[src/source/rv_pipe_pkg.sv]
`default_nettype none

package rv_pipe_pkg;

	//////////////////////////////
	// Widths and depths
	//////////////////////////////
	typedef logic [31:0] word_t;		// Data word
	typedef logic [11:0] pc_t;		// Byte address, instr and data
	typedef logic [4:0] reg_addr_t;		// Register index

	localparam int IMEM_DEPTH = 1024;	// Words
	localparam int DMEM_DEPTH = 1024;	// Words
	localparam int MEM_AW = 10;		// Word address width of both memories

	//////////////////////////////
	// Opcodes
	//////////////////////////////
	localparam logic [6:0] OPC_LUI   = 7'b0110111;
	localparam logic [6:0] OPC_AUIPC = 7'b0010111;
	localparam logic [6:0] OPC_OP    = 7'b0110011;
	localparam logic [6:0] OPC_OPIMM = 7'b0010011;
	localparam logic [6:0] OPC_LOAD  = 7'b0000011;
	localparam logic [6:0] OPC_STORE = 7'b0100011;

	//////////////////////////////
	// Control encodings
	//////////////////////////////
	typedef enum logic [3:0] {
		ALU_ADD, ALU_SUB, ALU_SLL, ALU_SLT, ALU_SLTU, ALU_XOR,
		ALU_SRL, ALU_SRA, ALU_OR, ALU_AND,
		ALU_PASSB		// Operand B straight through, LUI
	} alu_op_t;

	// Immediate format
	typedef enum logic [2:0] {IMM_I, IMM_S, IMM_U} imm_sel_t;

	// Access size, same bits as funct3 of loads and stores
	typedef logic [2:0] mem_size_t;
	localparam mem_size_t MEM_B  = 3'b000;
	localparam mem_size_t MEM_H  = 3'b001;
	localparam mem_size_t MEM_W  = 3'b010;
	localparam mem_size_t MEM_BU = 3'b100;
	localparam mem_size_t MEM_HU = 3'b101;

	// Writeback source
	typedef enum logic [1:0] {
		WB_PC4,		// Link value, kept for jumps
		WB_ALU,
		WB_IMM,
		WB_LOAD
	} wb_sel_t;

endpackage

`default_nettype wire

[src/source/rv_regfile.sv]
`timescale 1ns/1ps
`default_nettype none

module rv_regfile (
	input logic clk,
	input logic rst,
	input logic wr_en,
	input rv_pipe_pkg::reg_addr_t dest_addr,
	input rv_pipe_pkg::word_t wr_data,
	input rv_pipe_pkg::reg_addr_t src1_addr,
	input rv_pipe_pkg::reg_addr_t src2_addr,
	output rv_pipe_pkg::word_t src1_out,
	output rv_pipe_pkg::word_t src2_out
);

	rv_pipe_pkg::word_t regs [32];
	logic wr_live;				// Real write, never x0

	assign wr_live = wr_en && (dest_addr != '0);

	always_ff @(posedge clk) begin
		if (rst) begin
			for (int i = 0; i < 32; i++)
				regs[i] <= '0;
		end else if (wr_live) begin
			regs[dest_addr] <= wr_data;
		end
	end

	// Write-through, WB result visible to ID in the same cycle
	assign src1_out = (wr_live && dest_addr == src1_addr) ? wr_data : regs[src1_addr];
	assign src2_out = (wr_live && dest_addr == src2_addr) ? wr_data : regs[src2_addr];

	// x0 stays zero over time, only reset ever writes it
	assert property (@(posedge clk) disable iff (rst)
		(src1_addr == '0) |-> (src1_out == '0))
		else $error("x0 read nonzero");

endmodule

`default_nettype wire
[config.mk]
export PLATFORM = sky130hd
export DESIGN_NAME = rv_regfile
export DESIGN_NICKNAME = d
export VERILOG_FILES = /design/src/source/rv_pipe_pkg.sv /design/src/source/rv_regfile.sv
export SDC_FILE = /design/constraint.sdc
export NUM_CORES = 2
export LEC_CHECK = 0
export BUFFER_PORTS_ARGS = -buffer_cell sky130_fd_sc_hd__buf_2
export CORE_UTILIZATION = 35
export CTS_CLUSTER_DIAMETER = 100
export DETAILED_ROUTE_END_ITERATION = 8
export GPL_ROUTABILITY_DRIVEN = 0
export PLACE_DENSITY = 0.52
export SLEW_MARGIN = 20
export SYNTH_ARGS = -nofsm -noshare
export SYNTH_HDL_FRONTEND = slang
export SYNTH_SLANG_ARGS = --single-unit
[constraint.sdc]
create_clock -name clk -period 3.5 [get_ports clk]
set_input_delay 0 -clock clk [delete_from_list [all_inputs] [get_ports clk]]
set_output_delay 0 -clock clk [all_outputs]
set_load 0.02 [all_outputs]
==> run metrics <==
status finished with violations; violated checks DRC; DPL Wire Length 115,700 µm; number of CTS-inserted buffers 113; post-synthesis async set-or-reset flop share 0; combinational share of power 0.120; Yosys warning count 0; Max Cap Viol 0; port buffer count 113; syn_area_per_cell 15.59 µm²; largest net degree at the start of global routing 74; Nets 3,626; FF/Latch Area 0.03075 mm²; met1 Track Usage GR 0.3281; Cell Pwr Density 486.5 mW/mm²; Largest regs regs (1024); Slew @ Worst Pin 1098 ps; critical path class reg2out; hold_sp dest_addr[0]; CP max FO 2; Clock power frac 0.396; Critical Path RT 3500 ps; Die Wd 396.5 µm; Starting Density 0.3531; DIE HEIGHT 396.5 µm; sequential share of the synthesized area 0.5646; via count 33,287; setup TNS 0 ps; EDFF count, synth 1,024; CTS Root Cell clkbuf_16; Final Hold Slack 430.2 ps; cell accounting for the most synthesized area edfxtp_1; share of cells above drive strength 1 0.2577; clock buffer depth 3; max reg flops 1,024; Wirelength per Cell 33.62 µm; pins over their slew limit 0; DRC violation count after routing 36; grt peak-use layer met2; row count 144; Routed WL 192,200 µm; Peak VDD IR 401.3 µV; NetSw 0.007491 W; final worst-path cycle share 0.7812; cts repair resizes 0; commonest non-fill, non-tap cells in the layout edfxtp_1 (1,024), and2_1 (992), mux4_2 (425); Hold Crit Depth 5; First-pass DRT Iterations 8; initial antenna violation count 11; hold endpoint regs[3][29]; Hold Violations, Final 0; first-pass GRT wire length 267,200 µm; switch share 0.2499; RSZ-0062 raised after global routing no; GR Util met2 0.4021; fin crit period 2734 ps; HP Class in2reg; Area Overhead vs Synth 13.15%; Mapped Cells 3,494; gr usage total 0.2437; core area 0.1542 mm²; CTS tree yes; synthesized flop and latch total 1,024; total gr overflow 0; Vias/cell 5.823; DRT iter0 DRCs 3,778; Cell Area, Synth 0.05446 mm²; post-route ant nets 0; Primary FF master, synth edfxtp_1; met3 Usage GRT 0.04478; Slew headroom 0.2677; most common cell after layout, fill and taps aside edfxtp_1; Sink Count 1,024; ranking of synthesized cells by area edfxtp_1 (56%), mux4_2 (18%), and2_1 (11%), mux4_1 (4.0%), o22ai_1 (2.8%); CTS clk-pin slew, worst paths 60 ps; synth unique cells 43; Synth top area share 0.5646; I/O pin total 114; Fillers 14,005; footprint of the multi-input gates 0.02183 mm²; vias in the first global route 33,498; Internal Power 0.02249 W; crit start category flop; Max Clock Freq 365.8 MHz; CTS H-tree depth 3; Crit path arrival time 2730 ps; die area 0.1572 mm²; share of power burned in registers 0.484; CP Capture Type primary output; Top reg by flops regs; LEAKAGE 20.92 nW; Final setup viols 0
-- critical path, stage by stage (launching register included) --
cell and delay [ps]:
edfxtp_1 350, mux4_1 250, o22ai_1 160, or4_1 620, o21ai_1 360, buf_2 250
-- worst max-delay path by stage --
stage,from,to,slack [ps],cells after the start
6_report,regs[11][19],src2_out[19],770,5
5_1_grt,regs[8][14],src1_out[14],710,5
4_1_cts,regs[11][19],src2_out[19],710,5
3_5_place_dp,dest_addr[2],regs[4][3],550,8
3_3_place_gp,dest_addr[2],regs[8][22],650,6
2_1_floorplan,dest_addr[2],regs[12][0],1180,7
-- per-stage QoR --
step | setup WS (ps) | instance area [µm²] | instances | utilization | power [W]
global route | 707.1 | 61600 | 5707 | 0.3994 | 0.03079
CTS | 709.9 | 61600 | 5707 | 0.3994 | 0.03015
detailed placement | 551.1 | 57690 | 5472 | 0.3740 | 0.01833
floorplan | 1177 | 54580 | 3525 | - | 0.01688
global placement | 648.3 | 57690 | 5472 | 0.3740 | 0.01829
finish | 766.0 | 61620 | 5716 | 0.3996 | 0.02998
-- cell type report --
class,instances,share of cell area
clock buffers,136,0.04832
clock inverters,66,0.009848
diodes,9,0.0003655
multi-input cells,2114,0.3542
repair buffers,323,0.04674
well taps,2044,0.04150
flip-flops and latches,1024,0.4990
-- logic make-up after synthesis --
kind of cell,count (synthesis),synth area share
buffers and inverters,387,0.04108
AND/OR/NAND/NOR,1236,0.1395
XOR/XNOR,10,0.001608
flip-flops,1024,0.5646
multiplexers,519,0.2178
other,1,0.00006886
AO/OA/AOI/OAI,317,0.03533
-- layer usage --
metal	wire, µm	vias to the layer above
met2	93210	1427
met4	4945	0
li1	-	13814
met5	0	-
met3	14260	264
met1	79740	17782
-- power by group through the flow --
stage	registers (W)	logic [W]	clock network, W
2_1_floorplan	0.0146	0.00228	0
6_report	0.0145	0.00360	0.0119
3_3_place_gp	0.0147	0.00358	0
5_1_grt	0.0146	0.00376	0.0125
3_5_place_dp	0.0147	0.00358	0
4_1_cts	0.0145	0.00362	0.0120
-- synth_stat cells (2+ instances only) --
cell type	n
and2_1	992
buf_1	4
buf_12	22
buf_2	103
buf_4	2
buf_6	28
buf_8	7
clkbuf_1	220
edfxtp_1	1024
mux2i_1	11
mux4_1	83
mux4_2	425
nand2_1	69
nand3_1	9
nand3b_1	12
nor2_1	31
nor2_2	4
nor2_4	3
nor2b_1	5
nor4_1	4
o2111a_1	2
o21ai_1	62
o22ai_1	248
or2_1	7
or2_2	24
or3_1	3
or3b_1	4
or4_1	63
xnor2_1	6
xor2_1	4
-- what timing repair did --
action                    4_1_cts  5_1_grt
buffers inserted                0        0
hold buffers                   33        0
hold endpoints to repair     1000        0
Note: power is estimated with default switching activity, not from simulation.
