===== src/source/rv_pipe_pkg.sv =====
`default_nettype none

package rv_pipe_pkg;

	//////////////////////////////
	// Widths and depths
	//////////////////////////////
	typedef logic [31:0] word_t;		// Data word
	typedef logic [11:0] pc_t;		// Byte address, instr and data
	typedef logic [4:0] reg_addr_t;		// Register index

	localparam int IMEM_DEPTH = 1024;	// Words
	localparam int DMEM_DEPTH = 1024;	// Words
	localparam int MEM_AW = 10;		// Word address width of both memories

	//////////////////////////////
	// Opcodes
	//////////////////////////////
	localparam logic [6:0] OPC_LUI   = 7'b0110111;
	localparam logic [6:0] OPC_AUIPC = 7'b0010111;
	localparam logic [6:0] OPC_OP    = 7'b0110011;
	localparam logic [6:0] OPC_OPIMM = 7'b0010011;
	localparam logic [6:0] OPC_LOAD  = 7'b0000011;
	localparam logic [6:0] OPC_STORE = 7'b0100011;

	//////////////////////////////
	// Control encodings
	//////////////////////////////
	typedef enum logic [3:0] {
		ALU_ADD, ALU_SUB, ALU_SLL, ALU_SLT, ALU_SLTU, ALU_XOR,
		ALU_SRL, ALU_SRA, ALU_OR, ALU_AND,
		ALU_PASSB		// Operand B straight through, LUI
	} alu_op_t;

	// Immediate format
	typedef enum logic [2:0] {IMM_I, IMM_S, IMM_U} imm_sel_t;

	// Access size, same bits as funct3 of loads and stores
	typedef logic [2:0] mem_size_t;
	localparam mem_size_t MEM_B  = 3'b000;
	localparam mem_size_t MEM_H  = 3'b001;
	localparam mem_size_t MEM_W  = 3'b010;
	localparam mem_size_t MEM_BU = 3'b100;
	localparam mem_size_t MEM_HU = 3'b101;

	// Writeback source
	typedef enum logic [1:0] {
		WB_PC4,		// Link value, kept for jumps
		WB_ALU,
		WB_IMM,
		WB_LOAD
	} wb_sel_t;

endpackage

`default_nettype wire


===== src/source/rv_alu.sv =====
`timescale 1ns/1ps
`default_nettype none

module rv_alu (
	input rv_pipe_pkg::word_t op_a,
	input rv_pipe_pkg::word_t op_b,
	input rv_pipe_pkg::alu_op_t alu_op,
	output rv_pipe_pkg::word_t res,
	output logic z,				// Result is zero
	output logic less			// Signed a < b
);

	logic [4:0] shamt;

	assign shamt = op_b[4:0];		// Low 5 bits only

	always_comb begin
		case (alu_op)
			rv_pipe_pkg::ALU_ADD: res = op_a + op_b;
			rv_pipe_pkg::ALU_SUB: res = op_a - op_b;
			rv_pipe_pkg::ALU_SLL: res = op_a << shamt;
			rv_pipe_pkg::ALU_SLT: res = {31'b0, $signed(op_a) < $signed(op_b)};
			rv_pipe_pkg::ALU_SLTU: res = {31'b0, op_a < op_b};
			rv_pipe_pkg::ALU_XOR: res = op_a ^ op_b;
			rv_pipe_pkg::ALU_SRL: res = op_a >> shamt;
			rv_pipe_pkg::ALU_SRA: res = $unsigned($signed(op_a) >>> shamt);
			rv_pipe_pkg::ALU_OR: res = op_a | op_b;
			rv_pipe_pkg::ALU_AND: res = op_a & op_b;
			rv_pipe_pkg::ALU_PASSB: res = op_b;
			default: res = '0;
		endcase
	end

	// Flags for a later branch unit
	assign z = (res == '0);
	assign less = $signed(op_a) < $signed(op_b);

endmodule

`default_nettype wire


===== config.mk =====
export PLATFORM = sky130hd
export DESIGN_NAME = rv_alu
export DESIGN_NICKNAME = d
export VERILOG_FILES = /design/src/source/rv_pipe_pkg.sv /design/src/source/rv_alu.sv
export SDC_FILE = /design/constraint.sdc
export NUM_CORES = 1
export LEC_CHECK = 0
export BUFFER_PORTS_ARGS = -buffer_cell sky130_fd_sc_hd__buf_2
export CAP_MARGIN = 0
export CELL_PAD_IN_SITES_DETAIL_PLACEMENT = 2
export CELL_PAD_IN_SITES_GLOBAL_PLACEMENT = 2
export CORE_ASPECT_RATIO = 2
export CORE_MARGIN = 2
export CORE_UTILIZATION = 38
export DETAILED_ROUTE_END_ITERATION = 6
export PLACE_DENSITY_LB_ADDON = 0.12
export SETUP_SLACK_MARGIN = 0.02
export SYNTH_ARGS = -nofsm -noshare
export SYNTH_HDL_FRONTEND = slang
export SYNTH_SLANG_ARGS = --single-unit

===== constraint.sdc =====
create_clock -name vclk -period 14.1
set_input_delay 2.82 -clock vclk [all_inputs]
set_output_delay 2.82 -clock vclk [all_outputs]
set_load 0.05 [all_outputs]

==> impl_metrics.toml, run 1 <==
[critical_path]
cp-end-kind = "primary output"
cp_data_required_time_ns = 11.28
worst-setup-path-type = "primary input to primary output"
critPathLaunchType = "primary input"
critPathSlowestCell = "a222oi_1"
slowest_delay_ns = 0.78
arrival_ns = 8.74
cp_max_fo = 55
cp_cell_sequence = "buf_4 -> buf_4 -> mux2_2 -> a222oi_1 -> or3_1 -> a21oi_1 -> or4_1 -> nand4bb_1 -> nor4_1 -> nand4b_1 -> nor4_1 -> or4b_1 -> nor4bb_1 -> buf_2"

[grt]
grt_pass1_wl_um = 102000
grt_pass1_vias = 14435
antenna_found_initial = 8
grt_start_max_net_pins = 56
grt_usage_pct = 50.0
grt-ovfl-total = 0

[sta]
period_share_pct = 82.0
rsz0062_at_grt = "no"
setup_viol = 0
worst_slew_pin_slew_ns = 1.68
post-route-min-period_ns = 11.56
finalMaxSlewViolations = 3
hold_viol_final = 0
timing.slew.headroom_pct = -13.4
setup_tns_ns = 0
fmax_ghz = 0.0865
holdWs_ns = 6.41

[logic_synthesis]
synth-xor-area-share_pct = 1.22
synth_adder_area_share_pct = 12.9
synth_top_family_by_area = "compound AO/OA/AOI/OAI gates"
synthSimpleGateAreaFrac_pct = 24.1
ys_types = 86
synth_area_per_cell_um2 = 6.90
synth_mux_area_share_pct = 19.1
syn_nets = 1626
syn_area_mm2 = 0.0100
synthCells = 1456
yosysSeqAreaShare_pct = 0
yosys_warnings = 0
synth_compound_area_share_pct = 33.5

[floorplanning]
dieHeight_um = 234
initial_core_util_pct = 38.4
core.rowCount = 84
die_x_um = 119
core_mm2 = 0.0262
dieArea_mm2 = 0.0278
io_pins = 102

[final_layout]
area_growth_pct = 7.08
layout-drive-gt1-share_pct = 15.7
nClkBuffers = 0
seq_cells = 0
seqCellArea_um2 = 0
nets = 1648
fillers = 3282

[run]
drv_cap = 1

[detailed_routing]
num_vias = 13828
via_per_inst = 7.58
finalWirelength_um = 70700
routedWlPerCell_um = 38.8
drt_first_iter_violations = 1262
postRouteAntennaNets = 0
dr.pass1.iters = 6
drc = 0

[status]
status = "finished, violations left"
violations = "max-capacitance violations, max-slew violations"

[placed_design]
hpwl_um = 55700
gp_congestion = 1.10
port_buffers = 102

[clock_network]
ctsResizeCount = 0
post_cts_buffers = 0
ctsHoldBuffers = 0

[hold_path]
hp-class = "primary input to primary output"
Yosys cell counts (10+ instances only):
cell       instances  area (um^2)
a211o_1           13          114
a211oi_1          14          105
a21o_1            14          105
a21oi_1          122          611
a221oi_1          11         96.3
a22oi_1           22          165
a31oi_1           20          125
buf_2             22          110
clkbuf_1          74          278
ha_1             100         1250
inv_1             98          368
mux2_2            20          225
mux2i_1           48          480
mux4_2            53         1190
nand2_1          169          634
nand2b_1          20          125
nand3_1           32          160
nand4_1           18          113
nor2_1           124          465
nor2b_1           21          131
nor3_1            43          215
nor4_1            15         93.8
o2111ai_1         10         87.6
o211ai_1          37          278
o21a_1            10         75.1
o21ai_0           79          395
o21bai_1          10         75.1
o221ai_1          15          131
o22ai_1           18          113
o31ai_1           17          128
xnor2_1           12          105
layout make-up:
| cell class | count | area, um^2 | share of cell area [%] |
|---|---|---|---|
| inverter | 101 | 379 | 3.53 |
| timing repair buffer | 138 | 783 | 7.28 |
| tap | 344 | 430 | 4.00 |
| antenna | 4 | 10.0 | 0.0931 |
| multi-input combinational | 1237 | 9150 | 85.1 |
cells by family (layout without fill, tap and decap cells):
group                      count (synthesis)  after routing
AOI/OAI and AO/OA                        495            495
buffers and inverters                    219            239
other                                      0              4
muxes                                    122            122
and+or+nand+nor                          504            504
xor gates and xnor gates                  14             14
adders and majority gates                102            102
critical path, delay by kind of cell:
family                 cells  cell delay, ns
AND/OR/NAND/NOR            8            3.00
buffers and inverters      3            1.59
AO/OA/AOI/OAI              2            0.84
multiplexers               1            0.41
worst paths after layout:
kind	startpoint	slack, ns	end	depth (start not counted)
worst min-delay path	op_b[7]	6.41	res[7]	5
worst max-delay path	op_b[1]	2.54	z	14
routing by layer:
| metal | global-route usage [%] | up-vias | share of wire, % |
|---|---|---|---|
| met2 | 84.6 | 886 | 47 |
| met5 | 1.25 | - | 0.11 |
| met1 | 46.2 | 6851 | 31 |
| li1 | - | 5569 | - |
| met4 | 56.3 | 8 | 15 |
| met3 | 12.1 | 514 | 7.6 |
cells in the final DEF, fill, tap and decap left out, types with 10 or more instances in the layout:
cell	synthesis	layout
o2111ai_1	10	10
o21a_1	10	10
nand4_1	18	18
nor2_1	124	124
o21bai_1	10	10
mux4_2	53	53
a21oi_1	122	122
nor3_1	43	42
nor4_1	15	14
o21ai_0	79	79
buf_2	22	101
a22oi_1	22	22
a31oi_1	20	20
xnor2_1	12	12
buf_4	9	37
nand3_1	32	32
mux2i_1	48	48
o31ai_1	17	17
o221ai_1	15	15
o22ai_1	18	18
a211o_1	13	13
ha_1	100	100
a211oi_1	14	14
nand2_1	169	169
nand2b_1	20	20
o211ai_1	37	37
mux2_2	20	20
a221oi_1	11	11
a21o_1	14	14
inv_1	98	98
nor2b_1	21	21
metrics by stage:
step / worst slack, ns / cell area, um^2 / instances / util [%]
global route: 2.14 / 10700 / 1821 / 41.1
finish: 2.54 / 10800 / 1824 / 41.1
detailed placement: 2.66 / 10700 / 1820 / 41.0
floorplan: 2.36 / 10000 / 1456 / -
CTS: 2.66 / 10700 / 1820 / 41.0
global placement: 2.79 / 10700 / 1820 / 41.0
==> run 2, diff against run 1 <==
CORE_UTILIZATION = 32   (was 38)
clock period = 10.6 ns   (was 14.1 ns; I/O delays follow)
==> run 2 against run 1 <==
Critical path depth rose by 1. Critical path type unchanged. Largest cell class unchanged. The run still ends with max-capacitance violations, max-slew violations left. Critical endpoint unchanged. Via count down 2.0%. Hold slack lost 1.4 ns. Flip-flop and latch count unchanged. Count of clock-buffer cells in the layout unchanged.
==> impl_metrics.toml, run 2 (synthesis results as in run 1) <==
[final_layout]
layout_common_cells = "nand2_1 (169), nor2_1 (124), a21oi_1 (122)"
area_growth_pct = 9.97
final_common_cell = "nand2_1"
seqCellArea_um2 = 0
seq_cells = 0
fillers = 3751
nets = 1671
nClkBuffers = 0
layout-drive-gt1-share_pct = 16.9

[placed_design]
gp_congestion = 1.02
hpwl_um = 60600
port_buffers = 102

[sta]
rsz0062_at_grt = "no"
finalMaxSlewViolations = 2
hold_viol_final = 0
setup_viol = 0
worst_slew_pin_slew_ns = 1.59
fmax_ghz = 0.102
period_share_pct = 92.3
timing.slew.headroom_pct = -6.41
post-route-min-period_ns = 9.78
setup_tns_ns = 0

[critical_path]
slowest_delay_ns = 0.56
worst-setup-path-type = "primary input to primary output"
critPathLaunchType = "primary input"
cp-end-kind = "primary output"
critPathSlowestCell = "or4b_1"
arrival_ns = 7.66
cp_data_required_time_ns = 8.48
cp_max_fo = 23
cp_cell_sequence = "buf_4 -> clkinv_1 -> ha_1 -> o21ba_2 -> or4_1 -> a211oi_1 -> nor3_1 -> o311ai_1 -> o221a_2 -> o2111ai_1 -> or3_1 -> nor4_1 -> or4b_1 -> nor4bb_1 -> buf_2"

[floorplanning]
dieHeight_um = 255
io_pins = 102
dieArea_mm2 = 0.0329
core.rowCount = 91
die_x_um = 129
core_mm2 = 0.0309
initial_core_util_pct = 32.5

[hold_path]
hp-class = "primary input to primary output"
min_from = "op_b[8]"
whs_endpoint = "res[8]"
holdPathStages = 6

[grt]
antenna_found_initial = 6
grt_usage_pct = 46.3
grt_pass1_vias = 14421
grt_start_max_net_pins = 83
grt-ovfl-total = 0
grt_pass1_wl_um = 108000

[clock_network]
ctsHoldBuffers = 0
post_cts_buffers = 0
ctsResizeCount = 0

[status]
violations = "max-capacitance violations, max-slew violations"
status = "finished, violations left"

[run]
drv_cap = 1

[detailed_routing]
drt_first_iter_violations = 1130
drc = 0
finalWirelength_um = 76400
via_per_inst = 7.06
postRouteAntennaNets = 0
num_vias = 13556
routedWlPerCell_um = 39.8
dr.pass1.iters = 5
## run 2: cell type report
cell class	count	area, um^2	share of cell area, %
antenna	4	10.0	0.0907
inverter	101	379	3.43
multi-input combinational	1237	9150	82.9
tap	418	523	4.74
timing repair buffer	161	981	8.88
## run 2: worst max-delay path: cells and delay by family
family	cells	cell delay (ns)
simple gates	6	2.28
compound gates	5	1.61
buf+inv	3	1.13
fa+ha+maj	1	0.50
## run 2: how the worst max path moves through the flow
stage                        from  cells past startpoint  end
after floorplan           op_b[3]                     16    z
after global placement    op_b[1]                     15    z
after detailed placement  op_b[1]                     15    z
after CTS                 op_b[1]                     15    z
after global routing      op_b[1]                     15    z
final                     op_b[1]                     15    z
## run 2: through the flow
step           area, um^2  std cells  hold slack, ns  worst slack, ns  utilization (%)
2_1_floorplan       10000       1456            4.74            0.261                -
3_3_place_gp        11000       1917            4.99             1.09             35.8
3_5_place_dp        11000       1917            5.02             1.04             35.8
4_1_cts             11000       1917            5.01             1.04             35.8
5_1_grt             11000       1917            5.04            0.661             35.8
6_report            11000       1921            5.01            0.817             35.8
## run 2: metal layers
metal	global-route usage [%]	wire (um)	share of wire [%]
met1	42.3	23600	31
met2	79.8	37600	49
met3	12.3	5270	6.9
met4	46.4	9890	13
met5	0.155	45	0.059
