===== src/source/rv_pipe_pkg.sv =====
`default_nettype none

package rv_pipe_pkg;

	//////////////////////////////
	// Widths and depths
	//////////////////////////////
	typedef logic [31:0] word_t;		// Data word
	typedef logic [11:0] pc_t;		// Byte address, instr and data
	typedef logic [4:0] reg_addr_t;		// Register index

	localparam int IMEM_DEPTH = 1024;	// Words
	localparam int DMEM_DEPTH = 1024;	// Words
	localparam int MEM_AW = 10;		// Word address width of both memories

	//////////////////////////////
	// Opcodes
	//////////////////////////////
	localparam logic [6:0] OPC_LUI   = 7'b0110111;
	localparam logic [6:0] OPC_AUIPC = 7'b0010111;
	localparam logic [6:0] OPC_OP    = 7'b0110011;
	localparam logic [6:0] OPC_OPIMM = 7'b0010011;
	localparam logic [6:0] OPC_LOAD  = 7'b0000011;
	localparam logic [6:0] OPC_STORE = 7'b0100011;

	//////////////////////////////
	// Control encodings
	//////////////////////////////
	typedef enum logic [3:0] {
		ALU_ADD, ALU_SUB, ALU_SLL, ALU_SLT, ALU_SLTU, ALU_XOR,
		ALU_SRL, ALU_SRA, ALU_OR, ALU_AND,
		ALU_PASSB		// Operand B straight through, LUI
	} alu_op_t;

	// Immediate format
	typedef enum logic [2:0] {IMM_I, IMM_S, IMM_U} imm_sel_t;

	// Access size, same bits as funct3 of loads and stores
	typedef logic [2:0] mem_size_t;
	localparam mem_size_t MEM_B  = 3'b000;
	localparam mem_size_t MEM_H  = 3'b001;
	localparam mem_size_t MEM_W  = 3'b010;
	localparam mem_size_t MEM_BU = 3'b100;
	localparam mem_size_t MEM_HU = 3'b101;

	// Writeback source
	typedef enum logic [1:0] {
		WB_PC4,		// Link value, kept for jumps
		WB_ALU,
		WB_IMM,
		WB_LOAD
	} wb_sel_t;

endpackage

`default_nettype wire


===== src/source/rv_decoder.sv =====
`timescale 1ns/1ps
`default_nettype none

module rv_decoder (
	input rv_pipe_pkg::word_t inst,
	output rv_pipe_pkg::alu_op_t alu_op,
	output logic sel_op_a,			// 1 rs1, 0 PC
	output logic sel_op_b,			// 1 immediate, 0 rs2
	output logic wr_en,
	output logic is_store,
	output rv_pipe_pkg::mem_size_t mem_size,
	output rv_pipe_pkg::wb_sel_t sel_data,
	output rv_pipe_pkg::word_t imm
);

	rv_pipe_pkg::imm_sel_t imm_sel;
	logic [6:0] opcode;
	logic [2:0] funct3;
	logic alt;				// funct7 bit 5, sub and sra

	assign opcode = inst[6:0];
	assign funct3 = inst[14:12];
	assign alt = inst[30];

	// funct3 to ALU operation, shared by OP and OP-IMM
	function automatic rv_pipe_pkg::alu_op_t funct_op(input logic [2:0] f3, input logic sub_sra);
		case (f3)
			3'b000: funct_op = sub_sra ? rv_pipe_pkg::ALU_SUB : rv_pipe_pkg::ALU_ADD;
			3'b001: funct_op = rv_pipe_pkg::ALU_SLL;
			3'b010: funct_op = rv_pipe_pkg::ALU_SLT;
			3'b011: funct_op = rv_pipe_pkg::ALU_SLTU;
			3'b100: funct_op = rv_pipe_pkg::ALU_XOR;
			3'b101: funct_op = sub_sra ? rv_pipe_pkg::ALU_SRA : rv_pipe_pkg::ALU_SRL;
			3'b110: funct_op = rv_pipe_pkg::ALU_OR;
			default: funct_op = rv_pipe_pkg::ALU_AND;
		endcase
	endfunction

	//////////////////////////////
	// Control unit
	//////////////////////////////
	always_comb begin
		// Defaults give a no-op
		alu_op = rv_pipe_pkg::ALU_ADD;
		sel_op_a = 1'b1;
		sel_op_b = 1'b1;
		wr_en = 1'b0;
		is_store = 1'b0;
		mem_size = rv_pipe_pkg::MEM_B;	// Byte is never misaligned
		sel_data = rv_pipe_pkg::WB_ALU;
		imm_sel = rv_pipe_pkg::IMM_I;
		case (opcode)
			rv_pipe_pkg::OPC_LUI: begin
				alu_op = rv_pipe_pkg::ALU_PASSB;
				imm_sel = rv_pipe_pkg::IMM_U;
				sel_data = rv_pipe_pkg::WB_IMM;
				wr_en = 1'b1;
			end
			rv_pipe_pkg::OPC_AUIPC: begin
				sel_op_a = 1'b0;	// PC + upper immediate
				imm_sel = rv_pipe_pkg::IMM_U;
				wr_en = 1'b1;
			end
			rv_pipe_pkg::OPC_OP: begin
				alu_op = funct_op(funct3, alt);
				sel_op_b = 1'b0;
				wr_en = 1'b1;
			end
			rv_pipe_pkg::OPC_OPIMM: begin
				// Only srai uses bit 30, addi has no subtract form
				alu_op = funct_op(funct3, alt && (funct3 == 3'b101));
				wr_en = 1'b1;
			end
			rv_pipe_pkg::OPC_LOAD: begin
				mem_size = funct3;
				sel_data = rv_pipe_pkg::WB_LOAD;
				wr_en = 1'b1;
			end
			rv_pipe_pkg::OPC_STORE: begin
				mem_size = funct3;
				imm_sel = rv_pipe_pkg::IMM_S;
				is_store = 1'b1;
			end
			default: ;			// Unknown opcode retires as no-op
		endcase
	end

	//////////////////////////////
	// Immediate shift, sign extend and shuffle
	//////////////////////////////
	always_comb begin
		case (imm_sel)
			rv_pipe_pkg::IMM_S: imm = {{20{inst[31]}}, inst[31:25], inst[11:7]};
			rv_pipe_pkg::IMM_U: imm = {inst[31:12], 12'b0};
			default: imm = {{20{inst[31]}}, inst[31:20]};	// I-type
		endcase
	end

endmodule

`default_nettype wire


===== config.mk =====
export PLATFORM = sky130hd
export DESIGN_NAME = rv_decoder
export DESIGN_NICKNAME = d
export VERILOG_FILES = /design/src/source/rv_pipe_pkg.sv /design/src/source/rv_decoder.sv
export SDC_FILE = /design/constraint.sdc
export NUM_CORES = 1
export LEC_CHECK = 0
export BUFFER_PORTS_ARGS = -buffer_cell sky130_fd_sc_hd__buf_2
export CAP_MARGIN = 5
export CORE_ASPECT_RATIO = 1.1
export CORE_MARGIN = 10
export CORE_UTILIZATION = 36
export DETAILED_ROUTE_END_ITERATION = 8
export PLACE_DENSITY = 0.95
export SYNTH_ARGS = -nofsm -noshare
export SYNTH_HDL_FRONTEND = slang
export SYNTH_SLANG_ARGS = --single-unit

===== constraint.sdc =====
create_clock -name vclk -period 3.74
set_input_delay 0.748 -clock vclk [all_inputs]
set_output_delay 0.748 -clock vclk [all_outputs]
set_load 0.005 [all_outputs]

==> impl_table.tex <==
\begin{tabular}{lr}
\hline
Metric & Value \\
\hline
\multicolumn{2}{l}{\textbf{Status}} \\
Result of the run & complete, no violations \\
\multicolumn{2}{l}{\textbf{Worst hold path}} \\
Hold Path Stages & 2 \\
Type of the worst min-delay path & primary input to primary output \\
Source of the worst hold timing path & inst[31] \\
Worst min-delay path endpoint & imm[31] \\
\multicolumn{2}{l}{\textbf{Floorplan}} \\
IO Count & 77 \\
Row count & 15 \\
Area of the core region & 1560 um2 \\
Die width & between 50 and 60 um \\
Overall die area & about 3700 um2 \\
Die H & 62.5 um \\
Initial core utilization & 37.9\% \\
\multicolumn{2}{l}{\textbf{Setup path}} \\
Critical Path Start Type & primary input \\
Required time of the worst setup path & 2.99 ns \\
Critical path class & primary input to primary output \\
Endpoint class of the critical path & primary output \\
Crit. Startpoint & inst[6] \\
CP arrival & 2.70 ns \\
Crit Path Max Fanout & 20 \\
\multicolumn{2}{l}{\textbf{Drt}} \\
Total Routed Length & 2.82 mm \\
Wire per inst & 16.9 um \\
Vias & 892 \\
DRC violations left & 0 \\
1st-iter DRT viols & 18 \\
Vias/cell & approximately 5.3 \\
First-pass DRT Iterations & 4 \\
Antenna Nets Post-Route & 0 \\
\multicolumn{2}{l}{\textbf{Timing}} \\
Least-Margin Pin Slew & 0.398 ns \\
Endpoints failing hold & 0 \\
Crit path time final & about 3.5 ns \\
Slew HR & 73.4\% \\
Fin crit share & between 90\% and 100\% \\
Final count of pins violating max slew & 0 \\
Maximum frequency from static timing analysis & 0.290 GHz \\
Setup repair after global routing missed its margin & false \\
Total of endpoints with negative setup slack in the final report & 0 \\
Setup TNS & 0 ns \\
\multicolumn{2}{l}{\textbf{Power}} \\
Worst-case vdd ir drop & approximately 0.000037 V \\
Power density over cell area & 89.3 nW/um2 \\
Net Switching & 39.0 uW \\
Portion of total power attributed to sequential cells & 0\% \\
Internal Pwr Total & 45.0 uW \\
Static leakage & just under 0.0006 uW \\
Clock power frac & 0\% \\
Comb pwr share & 100.0\% \\
Switching fraction of total power & a little under half \\
\multicolumn{2}{l}{\textbf{Global route}} \\
Aggregate global routing overflow & 0 \\
GR Util All Layers & between 10\% and 20\% \\
Global-route wire length before repair & between 4 and 5 mm \\
Antenna violations before repair & 0 \\
Via count of the first global-routing pass & 912 \\
Largest net degree at the start of global routing & 21 \\
\multicolumn{2}{l}{\textbf{Layout}} \\
Sequential cell area & 0 um2 \\
Antenna Cells & 0 \\
Clock buffer instance count of the final layout & 0 \\
FFs \& Latches & 0 \\
Most frequent cells in the layout & sky130\_fd\_sc\_hd\_\_buf\_2 (77), sky130\_fd\_sc\_hd\_\_a21o\_1 (19), sky130\_fd\_sc\_hd\_\_nor2b\_1 (8) \\
Number of nets in the finished design & between 150 and 200 \\
Synth-to-Final Area Change & 59.3\% \\
Fraction of final layout cells with drive strength greater than 1 & 60.7\% \\
Number of non-filler instances in the completed layout & 167 \\
Most common library cell in the layout ignoring fill and taps & sky130\_fd\_sc\_hd\_\_buf\_2 \\
\multicolumn{2}{l}{\textbf{Yosys}} \\
Cell area after synthesis & 591 um2 \\
Net Count, Synth & 114 \\
Average cell area after synthesis & around 7.4 um2 \\
Share of synthesized area occupied by flip-flops and latches & 0\% \\
Cells taking the most area after synthesis & sky130\_fd\_sc\_hd\_\_a21o\_1 (24\%), sky130\_fd\_sc\_hd\_\_a22o\_2 (8.5\%), sky130\_fd\_sc\_hd\_\_nor2b\_1 (8.5\%), sky130\_fd\_sc\_hd\_\_ha\_1 (4.2\%), sky130\_fd\_sc\_hd\_\_buf\_4 (3.8\%) \\
Synthesis warning total & 0 \\
Cell count after synthesis & 80 \\
Top cell type's share of synthesized area & 24.2\% \\
Distinct cells, synth & 33 \\
Synth area leader & sky130\_fd\_sc\_hd\_\_a21o\_1 \\
\multicolumn{2}{l}{\textbf{Run}} \\
Max\_cap viols & 0 \\
\multicolumn{2}{l}{\textbf{Placed design}} \\
Post-DP HPWL & 2.48 mm \\
Number of port buffers & 77 \\
Weighted congestion at the end of routability-driven global placement & a little over 0.8 \\
Placed Instances & 167 \\
\multicolumn{2}{l}{\textbf{Clock tree}} \\
Number of hold-repair buffers added at the cts stage & 0 \\
Post-CTS setup buffers & 0 \\
\hline
\end{tabular}
==> worst max-delay path, cell delays in order <==
cell and delay (ns):
sky130_fd_sc_hd__buf_2 0.10, sky130_fd_sc_hd__nand4bb_1 0.24, sky130_fd_sc_hd__nor3_1 0.29, sky130_fd_sc_hd__nand2_1 0.11
sky130_fd_sc_hd__ha_1 0.44, sky130_fd_sc_hd__nor2_4 0.22, sky130_fd_sc_hd__nor2b_2 0.06, sky130_fd_sc_hd__buf_4 0.19
sky130_fd_sc_hd__a21o_1 0.17, sky130_fd_sc_hd__buf_2 0.12
==> cell type report <==
| cell class | instances | area (um2) |
|---|---|---|
| Tap cell | 17 | 21.3 |
| Inverter | 2 | 7.51 |
| Multi-Input combinational cell | 70 | 519 |
| Timing Repair Buffer | 78 | 393 |
| Fill cell | 153 | 617 |
==> synthesized netlist by cell type (2+ instances only) <==
library cell                n
sky130_fd_sc_hd__a21o_1    19
sky130_fd_sc_hd__nor2b_1    8
sky130_fd_sc_hd__a22o_2     5
sky130_fd_sc_hd__nand2_1    5
sky130_fd_sc_hd__and2_1     3
sky130_fd_sc_hd__buf_4      3
sky130_fd_sc_hd__nor2_1     3
sky130_fd_sc_hd__nor3_1     3
sky130_fd_sc_hd__a211oi_1   2
sky130_fd_sc_hd__a21oi_1    2
sky130_fd_sc_hd__buf_6      2
sky130_fd_sc_hd__ha_1       2
sky130_fd_sc_hd__inv_1      2
sky130_fd_sc_hd__nor2b_2    2
==> power groups by stage <==
stage          clock [uW]  sequential, uW  combinational [uW]
2_1_floorplan           0               0                40.7
4_1_cts                 0               0                85.1
3_3_place_gp            0               0                81.7
5_1_grt                 0               0                93.4
6_report                0               0                84.0
3_5_place_dp            0               0                84.9
==> cell families (layout without fill, tap and decap cells) <==
family	count (synthesis)	in the layout	share of synthesized area (%)
adders and majority gates	2	2	4.24
AOI/OAI and AO/OA	30	30	39.4
and+or+nand+nor	37	37	41.5
muxes	1	1	1.91
buffers and inverters	10	80	12.9
==> what timing repair did <==
action / in CTS / in global routing
resized for setup: 0 / 1
endpoints found under the setup margin: 0 / 19
hold endpoints to repair: 0 / 0
==> metrics by stage <==
| stage | utilization, % | worst slack, ns | area [um2] | hold slack [ns] | power, uW |
|---|---|---|---|---|---|
| 4_1_cts | 60.1 | 0.149 | 936 | 1.69 | 85.1 |
| 3_5_place_dp | 60.1 | 0.149 | 936 | 1.69 | 84.9 |
| 6_report | 60.4 | 0.287 | 941 | 1.69 | 84.0 |
| 5_1_grt | 60.4 | 0.0484 | 941 | 1.70 | 93.4 |
| 3_3_place_gp | 60.1 | 0.224 | 936 | 1.68 | 81.7 |
| 2_1_floorplan | - | 0.742 | 591 | 1.53 | 40.7 |
==> routing by layer <==
metal  vias to the layer above  track usage [%]  share of wire, %
li1                        429                -                 -
met1                       399             16.0                41
met2                        64             22.9                44
met3                         0             6.50                15
met4                         0                0                 0
met5                         -                0                 0
==> how the worst max path moves through the flow <==
| stage | endpoint | slack, ns | cells past startpoint |
|---|---|---|---|
| floorplan | imm[13] | 0.74 | 8 |
| global placement | imm[25] | 0.22 | 8 |
| detailed placement | imm[26] | 0.15 | 8 |
| CTS | imm[21] | 0.15 | 8 |
| global route | imm[26] | 0.05 | 10 |
| finish | imm[21] | 0.29 | 10 |
Power figures use the tool's default switching activity.
